## src/snq_pkg.sv

```systemverilog
// snoop queue entry shared types: snoop codes, coherence response layout, FSM state
package snq_pkg;

  // -------------------------------------------------------------------------
  // widths
  // -------------------------------------------------------------------------
  localparam int PA_WIDTH   = 40;
  // queue depth default, also sizes the create payload
  localparam int DEPD_WIDTH = 10;

  typedef logic [PA_WIDTH-1:0] pa_t;
  // 16-byte aligned line address, low 4 bits dropped
  typedef logic [PA_WIDTH-5:0] line_addr_t;

  // -------------------------------------------------------------------------
  // snoop types
  // -------------------------------------------------------------------------
  typedef logic [3:0] snoop_type_t;

  localparam snoop_type_t READ_ONCE     = 4'b0000;
  localparam snoop_type_t READ_SHARED   = 4'b0001;
  localparam snoop_type_t READ_UNIQUE   = 4'b0111;
  localparam snoop_type_t CLEAN_SHARED  = 4'b1000;
  localparam snoop_type_t CLEAN_INVALID = 4'b1001;
  localparam snoop_type_t MAKE_INVALID  = 4'b1101;

  // -------------------------------------------------------------------------
  // coherence response bit positions
  // -------------------------------------------------------------------------
  typedef logic [4:0] cr_resp_t;

  localparam int CR_DATA_TRANSFER = 0;
  localparam int CR_ERROR         = 1;
  localparam int CR_PASS_DIRTY    = 2;
  localparam int CR_IS_SHARED     = 3;
  // not supported, always 0
  localparam int CR_WAS_UNIQUE    = 4;

  // snoop tag FSM, one-hot
  typedef enum logic [4:0] {
    SNPT_IDLE           = 5'b00001,
    SNPT_WAIT_RESP      = 5'b00010,
    SNPT_SDT_REQ        = 5'b00100,
    SNPT_WAIT_SDT_CMPLT = 5'b01000,
    SNPT_WAIT_POP       = 5'b10000
  } snpt_state_e;

  // -------------------------------------------------------------------------
  // payloads
  // -------------------------------------------------------------------------
  typedef struct packed {
    pa_t                   addr;
    snoop_type_t           snp_type;
    logic [DEPD_WIDTH-1:0] depd;
  } snq_create_t;

  typedef struct packed {
    logic valid;
    logic dirty;
    logic share;
    logic way;
  } tag_resp_t;

  // follow-up work for the data/tag step
  typedef struct packed {
    logic need_read_data;
    logic need_chg_tag_s;
    logic need_chg_tag_i;
    logic need_chg_tag;
    logic way;
  } snpdt_req_t;

endpackage

```

## src/snq_entry_store.sv

```systemverilog
// snoop queue entry storage: valid bit, line address, type, dependencies, issued flag
`timescale 1ns/1ns

module snq_entry_store
  import snq_pkg::*;
#(
  parameter int DEPD_WIDTH = snq_pkg::DEPD_WIDTH
)
(
  input  logic                  snqctrlclk,
  input  logic                  cpurst_b,
  input  logic                  snq_create_en,
  input  snq_create_t           snq_create,
  input  logic [DEPD_WIDTH-1:0] snq_depd_remove,
  input  logic                  tag_issue,
  input  logic                  entry_pop,
  output logic                  snq_vld,
  output logic                  snq_rd_tag_rdy,
  output logic                  snq_issued,
  output line_addr_t            snq_addr,
  output snoop_type_t           snq_type
);

  logic [DEPD_WIDTH-1:0] depd_q;
  logic [DEPD_WIDTH-1:0] create_depd;

  // payload depd is sized by the package default
  assign create_depd = DEPD_WIDTH'(snq_create.depd);

  // -------------------------------------------------------------------------
  // valid and issued
  // -------------------------------------------------------------------------
  always_ff @(posedge snqctrlclk or negedge cpurst_b)
  begin
    if (!cpurst_b)
      snq_vld <= 1'b0;
    else if (snq_create_en)
      snq_vld <= 1'b1;
    else if (entry_pop)
      snq_vld <= 1'b0;
  end

  always_ff @(posedge snqctrlclk or negedge cpurst_b)
  begin
    if (!cpurst_b)
      snq_issued <= 1'b0;
    else if (entry_pop)
      snq_issued <= 1'b0;
    else if (tag_issue)
      snq_issued <= 1'b1;
  end

  // -------------------------------------------------------------------------
  // dependency tracking
  // -------------------------------------------------------------------------
  always_ff @(posedge snqctrlclk or negedge cpurst_b)
  begin
    if (!cpurst_b)
      depd_q <= '0;
    else if (snq_create_en)
      depd_q <= create_depd;
    else
      depd_q <= depd_q & ~snq_depd_remove;
  end

  // tag read allowed once every older entry it waits on is gone
  assign snq_rd_tag_rdy = snq_vld && !snq_issued && !(|depd_q);

  // stored snoop type
  always_ff @(posedge snqctrlclk or negedge cpurst_b)
  begin
    if (!cpurst_b)
      snq_type <= READ_ONCE;
    else if (snq_create_en)
      snq_type <= snq_create.snp_type;
  end

  // line aligned address
  always_ff @(posedge snqctrlclk)
  begin
    if (snq_create_en)
      snq_addr <= snq_create.addr[PA_WIDTH-1:4];
  end

  // queue must only allocate a free entry
  a_no_create_while_vld : assert property (
    @(posedge snqctrlclk) disable iff (!cpurst_b)
    snq_create_en |-> !snq_vld
  ) else $error("create on a valid snoop queue entry");

endmodule

```

## src/snq_resp_gen.sv

```systemverilog
// snoop response generator: tag response to coherence response and follow-up flags
`timescale 1ns/1ns

module snq_resp_gen
  import snq_pkg::*;
(
  input  logic        snqctrlclk,
  input  logic        cpurst_b,
  input  logic        save_tag_resp,
  input  tag_resp_t   dcache_snq_tag_resp,
  input  logic        st_da_snq_ecc_err,
  input  snoop_type_t snq_type,
  output logic        need_snpdt,
  output cr_resp_t    snq_cr_resp,
  output snpdt_req_t  snq_snpdt_req,
  output logic        snq_tag_req_for_inv
);

  logic       dirty_vld;
  logic       data_transfer;
  logic       pass_dirty;
  logic       is_shared;
  logic       chg_tag_m;
  logic       chg_tag_s;
  logic       chg_tag_i;
  logic       chg_tag_any;
  cr_resp_t   resp_d;
  snpdt_req_t req_d;

  // -------------------------------------------------------------------------
  // response decode
  // -------------------------------------------------------------------------
  // line held in M
  assign dirty_vld = dcache_snq_tag_resp.valid && dcache_snq_tag_resp.dirty;

  // only a dirty line moves data, L2 is inclusive
  assign data_transfer = dirty_vld &&
                         (snq_type inside {READ_SHARED, READ_UNIQUE, READ_ONCE,
                                           CLEAN_INVALID, CLEAN_SHARED});

  // read once leaves the dirty copy here
  assign pass_dirty = dirty_vld &&
                      (snq_type inside {READ_SHARED, READ_UNIQUE,
                                        CLEAN_INVALID, CLEAN_SHARED});

  assign is_shared = dcache_snq_tag_resp.valid &&
                     (snq_type inside {READ_SHARED, READ_ONCE, CLEAN_SHARED});

  always_comb
  begin
    resp_d                   = '0;
    resp_d[CR_DATA_TRANSFER] = data_transfer;
    resp_d[CR_ERROR]         = st_da_snq_ecc_err;
    resp_d[CR_PASS_DIRTY]    = pass_dirty;
    resp_d[CR_IS_SHARED]     = is_shared;
    resp_d[CR_WAS_UNIQUE]    = 1'b0;
  end

  // -------------------------------------------------------------------------
  // follow-up tag change
  // -------------------------------------------------------------------------
  assign snq_tag_req_for_inv = snq_type inside {READ_UNIQUE, CLEAN_INVALID, MAKE_INVALID};

  // M to clean state on clean shared
  assign chg_tag_m = dirty_vld && (snq_type == CLEAN_SHARED);

  // E or M downgrade to S
  assign chg_tag_s = dcache_snq_tag_resp.valid && !dcache_snq_tag_resp.share &&
                     (snq_type inside {CLEAN_SHARED, READ_SHARED});

  assign chg_tag_i   = dcache_snq_tag_resp.valid && snq_tag_req_for_inv;
  assign chg_tag_any = chg_tag_m || chg_tag_s || chg_tag_i;

  // unregistered, steers the FSM out of WAIT_RESP
  assign need_snpdt = data_transfer || chg_tag_any;

  always_comb
  begin
    req_d.need_read_data = data_transfer;
    req_d.need_chg_tag_s = chg_tag_s;
    req_d.need_chg_tag_i = chg_tag_i;
    req_d.need_chg_tag   = chg_tag_any;
    req_d.way            = dcache_snq_tag_resp.way;
  end

  // -------------------------------------------------------------------------
  // capture on tag response
  // -------------------------------------------------------------------------
  always_ff @(posedge snqctrlclk or negedge cpurst_b)
  begin
    if (!cpurst_b)
    begin
      snq_cr_resp   <= '0;
      snq_snpdt_req <= '0;
    end
    else if (save_tag_resp)
    begin
      snq_cr_resp   <= resp_d;
      snq_snpdt_req <= req_d;
    end
  end

endmodule

```

## src/snq_tag_fsm.sv

```systemverilog
// snoop tag FSM: tag read, data/tag step and response return for one entry
`timescale 1ns/1ns

module snq_tag_fsm
  import snq_pkg::*;
(
  input  logic snqctrlclk,
  input  logic cpurst_b,
  input  logic snq_vld,
  input  logic snq_snoop_tag_start,
  input  logic dcache_snq_snoop_tag_grnt,
  input  logic snq_resp_create_en,
  input  logic need_snpdt,
  input  logic arb_snq_entry_oldest_index,
  input  logic dcache_snq_snpdt_grnt,
  input  logic snpdt_snq_cmplt,
  input  logic biu_snq_cr_resp_acept,
  output logic tag_issue,
  output logic save_tag_resp,
  output logic entry_pop,
  output logic snpt_snpdt_start,
  output logic snq_cr_resp_valid
);

  snpt_state_e state_q;
  snpt_state_e state_d;
  logic        st_idle;
  logic        st_wait_resp;
  logic        st_sdt_req;
  logic        st_wait_pop;

  assign st_idle      = (state_q == SNPT_IDLE);
  assign st_wait_resp = (state_q == SNPT_WAIT_RESP);
  assign st_sdt_req   = (state_q == SNPT_SDT_REQ);
  assign st_wait_pop  = (state_q == SNPT_WAIT_POP);

  // -------------------------------------------------------------------------
  // handshakes
  // -------------------------------------------------------------------------
  // tag read taken in the grant cycle
  assign tag_issue = st_idle && snq_vld && snq_snoop_tag_start && dcache_snq_snoop_tag_grnt;

  assign save_tag_resp = st_wait_resp && snq_resp_create_en;

  // data/tag step and response return go in queue order
  assign snpt_snpdt_start  = st_sdt_req && arb_snq_entry_oldest_index;
  assign snq_cr_resp_valid = st_wait_pop && arb_snq_entry_oldest_index;
  assign entry_pop         = snq_cr_resp_valid && biu_snq_cr_resp_acept;

  // -------------------------------------------------------------------------
  // state register and next state
  // -------------------------------------------------------------------------
  always_ff @(posedge snqctrlclk or negedge cpurst_b)
  begin
    if (!cpurst_b)
      state_q <= SNPT_IDLE;
    else
      state_q <= state_d;
  end

  always_comb
  begin
    state_d = state_q;
    case (state_q)
      SNPT_IDLE:
      begin
        if (tag_issue)
          state_d = SNPT_WAIT_RESP;
      end
      SNPT_WAIT_RESP:
      begin
        // skip the data/tag step when nothing needs doing
        if (save_tag_resp)
          state_d = need_snpdt ? SNPT_SDT_REQ : SNPT_WAIT_POP;
      end
      SNPT_SDT_REQ:
      begin
        if (snpt_snpdt_start && dcache_snq_snpdt_grnt)
          state_d = SNPT_WAIT_SDT_CMPLT;
      end
      SNPT_WAIT_SDT_CMPLT:
      begin
        // latency set by the data path
        if (snpdt_snq_cmplt)
          state_d = SNPT_WAIT_POP;
      end
      SNPT_WAIT_POP:
      begin
        if (entry_pop)
          state_d = SNPT_IDLE;
      end
      default:
      begin
        state_d = SNPT_IDLE;
      end
    endcase
  end

  // -------------------------------------------------------------------------
  // checks
  // -------------------------------------------------------------------------
  a_state_onehot : assert property (
    @(posedge snqctrlclk) disable iff (!cpurst_b)
    $onehot(state_q)
  ) else $error("snoop tag FSM state not one-hot");

  // dcache answers only a request that is outstanding
  a_resp_in_wait_resp : assert property (
    @(posedge snqctrlclk) disable iff (!cpurst_b)
    snq_resp_create_en |-> st_wait_resp
  ) else $error("tag response outside WAIT_RESP");

  a_start_while_vld : assert property (
    @(posedge snqctrlclk) disable iff (!cpurst_b)
    snq_snoop_tag_start |-> snq_vld
  ) else $error("tag read start on an invalid entry");

endmodule

```

## src/snq_entry.sv

```systemverilog
// snoop queue entry top: storage, response generator and snoop tag FSM
`timescale 1ns/1ns

module snq_entry
  import snq_pkg::*;
#(
  parameter int DEPD_WIDTH = snq_pkg::DEPD_WIDTH
)
(
  input  logic                  snqctrlclk,
  input  logic                  cpurst_b,
  input  logic                  snq_create_en,
  input  snq_create_t           snq_create,
  input  logic [DEPD_WIDTH-1:0] snq_depd_remove,
  input  logic                  snq_snoop_tag_start,
  input  logic                  dcache_snq_snoop_tag_grnt,
  input  logic                  snq_resp_create_en,
  input  tag_resp_t             dcache_snq_tag_resp,
  input  logic                  st_da_snq_ecc_err,
  input  logic                  arb_snq_entry_oldest_index,
  input  logic                  dcache_snq_snpdt_grnt,
  input  logic                  snpdt_snq_cmplt,
  input  logic                  biu_snq_cr_resp_acept,
  output logic                  snq_vld,
  output logic                  snq_rd_tag_rdy,
  output logic                  snq_issued,
  output line_addr_t            snq_addr,
  output logic                  snq_tag_req_for_inv,
  output logic                  snpt_snpdt_start,
  output snpdt_req_t            snq_snpdt_req,
  output logic                  snq_cr_resp_valid,
  output cr_resp_t              snq_cr_resp
);

  snoop_type_t snq_type;
  logic        tag_issue;
  logic        entry_pop;
  logic        save_tag_resp;
  logic        need_snpdt;

  // -------------------------------------------------------------------------
  // entry fields
  // -------------------------------------------------------------------------
  snq_entry_store #(
    .DEPD_WIDTH (DEPD_WIDTH)
  ) store_i (
    .snqctrlclk      (snqctrlclk),
    .cpurst_b        (cpurst_b),
    .snq_create_en   (snq_create_en),
    .snq_create      (snq_create),
    .snq_depd_remove (snq_depd_remove),
    .tag_issue       (tag_issue),
    .entry_pop       (entry_pop),
    .snq_vld         (snq_vld),
    .snq_rd_tag_rdy  (snq_rd_tag_rdy),
    .snq_issued      (snq_issued),
    .snq_addr        (snq_addr),
    .snq_type        (snq_type)
  );

  // tag response decode
  snq_resp_gen resp_gen_i (
    .snqctrlclk          (snqctrlclk),
    .cpurst_b            (cpurst_b),
    .save_tag_resp       (save_tag_resp),
    .dcache_snq_tag_resp (dcache_snq_tag_resp),
    .st_da_snq_ecc_err   (st_da_snq_ecc_err),
    .snq_type            (snq_type),
    .need_snpdt          (need_snpdt),
    .snq_cr_resp         (snq_cr_resp),
    .snq_snpdt_req       (snq_snpdt_req),
    .snq_tag_req_for_inv (snq_tag_req_for_inv)
  );

  // sequencing
  snq_tag_fsm tag_fsm_i (
    .snqctrlclk                 (snqctrlclk),
    .cpurst_b                   (cpurst_b),
    .snq_vld                    (snq_vld),
    .snq_snoop_tag_start        (snq_snoop_tag_start),
    .dcache_snq_snoop_tag_grnt  (dcache_snq_snoop_tag_grnt),
    .snq_resp_create_en         (snq_resp_create_en),
    .need_snpdt                 (need_snpdt),
    .arb_snq_entry_oldest_index (arb_snq_entry_oldest_index),
    .dcache_snq_snpdt_grnt      (dcache_snq_snpdt_grnt),
    .snpdt_snq_cmplt            (snpdt_snq_cmplt),
    .biu_snq_cr_resp_acept      (biu_snq_cr_resp_acept),
    .tag_issue                  (tag_issue),
    .save_tag_resp              (save_tag_resp),
    .entry_pop                  (entry_pop),
    .snpt_snpdt_start           (snpt_snpdt_start),
    .snq_cr_resp_valid          (snq_cr_resp_valid)
  );

endmodule

```

## config.mk

```make
export PLATFORM = sky130hd
export DESIGN_NAME = snq_entry
export DESIGN_NICKNAME = d
export VERILOG_FILES = /design/src/snq_pkg.sv /design/src/snq_entry_store.sv /design/src/snq_resp_gen.sv /design/src/snq_tag_fsm.sv /design/src/snq_entry.sv
export SDC_FILE = /design/constraint.sdc
export NUM_CORES = 1
export LEC_CHECK = 0
export ABC_AREA = 1
export BUFFER_PORTS_ARGS = -buffer_cell sky130_fd_sc_hd__buf_4
export CAP_MARGIN = 20
export CORE_UTILIZATION = 34
export DETAILED_ROUTE_END_ITERATION = 10
export PLACE_DENSITY = 0.63
export SYNTH_ARGS = -nofsm -noshare
export SYNTH_HDL_FRONTEND = slang
export SYNTH_SLANG_ARGS = --single-unit
```

## constraint.sdc

```tcl
create_clock -name snqctrlclk -period 1.5 [get_ports snqctrlclk]
set_input_delay 0.3 -clock snqctrlclk [delete_from_list [all_inputs] [get_ports snqctrlclk]]
set_output_delay 0.3 -clock snqctrlclk [all_outputs]
set_load 0.005 [all_outputs]
```

==> results.json <==
{
  "reg2reg_from": "tag_fsm_i.state_q[2]",
  "grt_start_max_net_pins": 36,
  "skew_ns": 0.00684,
  "overflow": 0,
  "path_max_fanout": 2,
  "cts_sinks": 65,
  "synth_cell_types": 27,
  "die_y_um": 87.8,
  "io_buffers": 125,
  "run_status": "complete, but fails checks",
  "track_usage": 0.162,
  "design.die.area_um2": 7710,
  "worstRegToRegCells": 6,
  "remaining_drc_errors": 0,
  "vdd_drop_max_v": 0.000407,
  "htreeDepth": 3,
  "max_cap_violations": 0,
  "p_leak_nw": 1.83,
  "report.final.slew_viol_count": 0,
  "die_w_um": 87.8,
  "wl_um": 5930,
  "dpl.hpwl_um": 4310,
  "hold_path_class": "in -> reg",
  "final_nets": 439,
  "fp.coreArea_um2": 6940,
  "reg2reg_slack_ns": 0.11,
  "min-delay-start": "snq_create[42]",
  "arrival_ns": 1.41,
  "layout_commonest_cell": "buf_4",
  "drive_above_1_share": 0.489,
  "fin_crit_sh": 1.14,
  "diodes": 0,
  "r2r_end": "resp_gen_i.snq_cr_resp[2]",
  "io_pins": 131,
  "holdWs_ns": 0.142,
  "clk_pin_slew_ns": 0.07,
  "num_vias": 2061,
  "fin_crit_ns": 1.71,
  "synthesis.area_um2": 2500,
  "final_cell_mix": "137 x buf_4, 56 x nand2_1, 36 x edfxtp_1",
  "synthToLayoutAreaGrowth_pct": 55.1,
  "violations": "negative setup slack",
  "rsz0062_at_grt": "true",
  "firstDrtPassIters": 4,
  "fp-row-count": 30,
  "drtIter0Drc": 117,
  "synth.avg_cell_area_um2": 11.7,
  "hold_end": "store_i.snq_addr[24]",
  "initial_core_util": 0.361,
  "grt_pass1_wl_um": 9250,
  "hold_viol": 0,
  "final.setup.worst_slack_ns": -0.205,
  "hold_depth": 1,
  "vias_per_cell": 4.48,
  "worstSetupPathType": "reg -> out",
  "syn_inst": 214,
  "syn-num-nets": 293,
  "p_per_area_nw_per_um2": 1150,
  "tns_ns": -0.276,
  "yosys_warnings": 0,
  "critPathCaptureType": "output pin",
  "clock.fmax_ghz": 0.586,
  "setup.worst_path.start_class": "flip-flop",
  "gp_congestion": 0.834,
  "wl_per_cell_um": 12.9,
  "clk_latency_ns": 0.33,
  "final-setup-viol-count": 3,
  "worstPathRequired_ns": 1.20,
  "ys_seq_area_frac": 0.722,
  "antenna_found_initial": 0,
  "drt.antenna.violating_nets": 0,
  "clockBufferDepth": 2,
  "pre_cts_slack_ns": -0.00523,
  "cts_buffers": 9,
  "grt_pass1_vias": 2009,
  "ys_seq_elements": 65,
  "cts-root-buf": "clkbuf_8",
  "cts_tree": "yes"
}
-- through the flow --
stage | power [mW] | instances | utilization | cell area (um^2)
global placement | 3.14 | 432 | 0.512 | 3550
global route | 4.71 | 460 | 0.559 | 3880
floorplan | 2.65 | 214 | - | 2500
CTS | 4.47 | 452 | 0.548 | 3800
detailed placement | 3.16 | 432 | 0.512 | 3550
finish | 4.45 | 460 | 0.559 | 3880
-- flip-flops by register name, indices dropped and copies added (netlist names) --
name	cells
tag_fsm_i.state_q	5
resp_gen_i.snq_snpdt_req	4
store_i.snq_vld	1
resp_gen_i.snq_cr_resp	4
store_i.snq_type	4
store_i.snq_addr	36
store_i.depd_q	10
store_i.snq_issued	1
-- power breakdown --
part           internal (mW)  total [mW]  switching [mW]
registers               2.13        2.27           0.136
logic                  0.531       0.955           0.424
clock network          0.587        1.23           0.641
total                   3.25        4.45            1.20
-- final cells by class --
class | instances | area (um^2)
fill | 632 | 3060
sequential | 65 | 1810
timing repair buffer | 140 | 1070
multi-input combinational | 125 | 651
clock buffer | 10 | 128
tap | 96 | 120
inverter | 19 | 71.3
clock inverter | 5 | 33.8
-- worst max-delay path, cell delays in order, from the launching register on --
cell	delay (ns)
dfrtp_1	0.38
nor4_2	0.29
nand2_1	0.11
nor4_2	0.15
buf_4	0.15
-- how the worst max path moves through the flow --
stage / from / endpoint / slack, ns / cells past startpoint
final: store_i.depd_q[5] / snq_rd_tag_rdy / -0.21 / 4
after global routing: store_i.depd_q[5] / snq_rd_tag_rdy / -0.36 / 4
after CTS: store_i.depd_q[5] / snq_rd_tag_rdy / -0.27 / 4
after detailed placement: store_i.depd_q[8] / snq_rd_tag_rdy / -0.005 / 4
after global placement: store_i.depd_q[8] / snq_rd_tag_rdy / -0.00004 / 4
after floorplan: tag_fsm_i.state_q[2] / resp_gen_i.snq_cr_resp[2] / 0.21 / 6
-- synth_stat cells (all sizes together) --
library cell   n  area, um^2
nor2          16        82.6
nand2         58         218
nand3         15        87.6
dfstp          1        26.3
nor3           1        5.00
nor4           3        18.8
buf            4        31.3
nand3b         1        7.51
clkinv         1        3.75
and3           1        6.26
a21oi          2        10.0
a22o           1        8.76
conb           1        3.75
inv           18        67.6
o21ai         19        95.1
o21a           1        7.51
nand4          5        31.3
edfxtp        36        1080
clkbuf         1        3.75
dfrtp         28         701
o31ai          1        7.51
-- cell families after synthesis --
logic type / Yosys count / synth area share
buf+inv: 24 / 0.0425
simple gates: 100 / 0.182
other cells: 1 / 0.00150
flops: 65 / 0.722
compound gates: 24 / 0.0515
-- layer usage --
metal | up-vias | part of all wire | track usage
met5 | - | 0 | 0
met4 | 0 | 0.019 | 0.109
met3 | 8 | 0.041 | 0.0283
met2 | 65 | 0.56 | 0.292
met1 | 973 | 0.38 | 0.175
li1 | 1015 | - | -
-- repair_timing --
action / CTS / global route
setup endpoints to repair: 4 / 7
endpoints found under the hold margin: 28 / 0
hold buffers: 1 / 0
resized for setup: 13 / 7
pin swaps: 6 / 9
setup buffers: 4 / 8
Note: power is estimated with default switching activity, not from simulation.
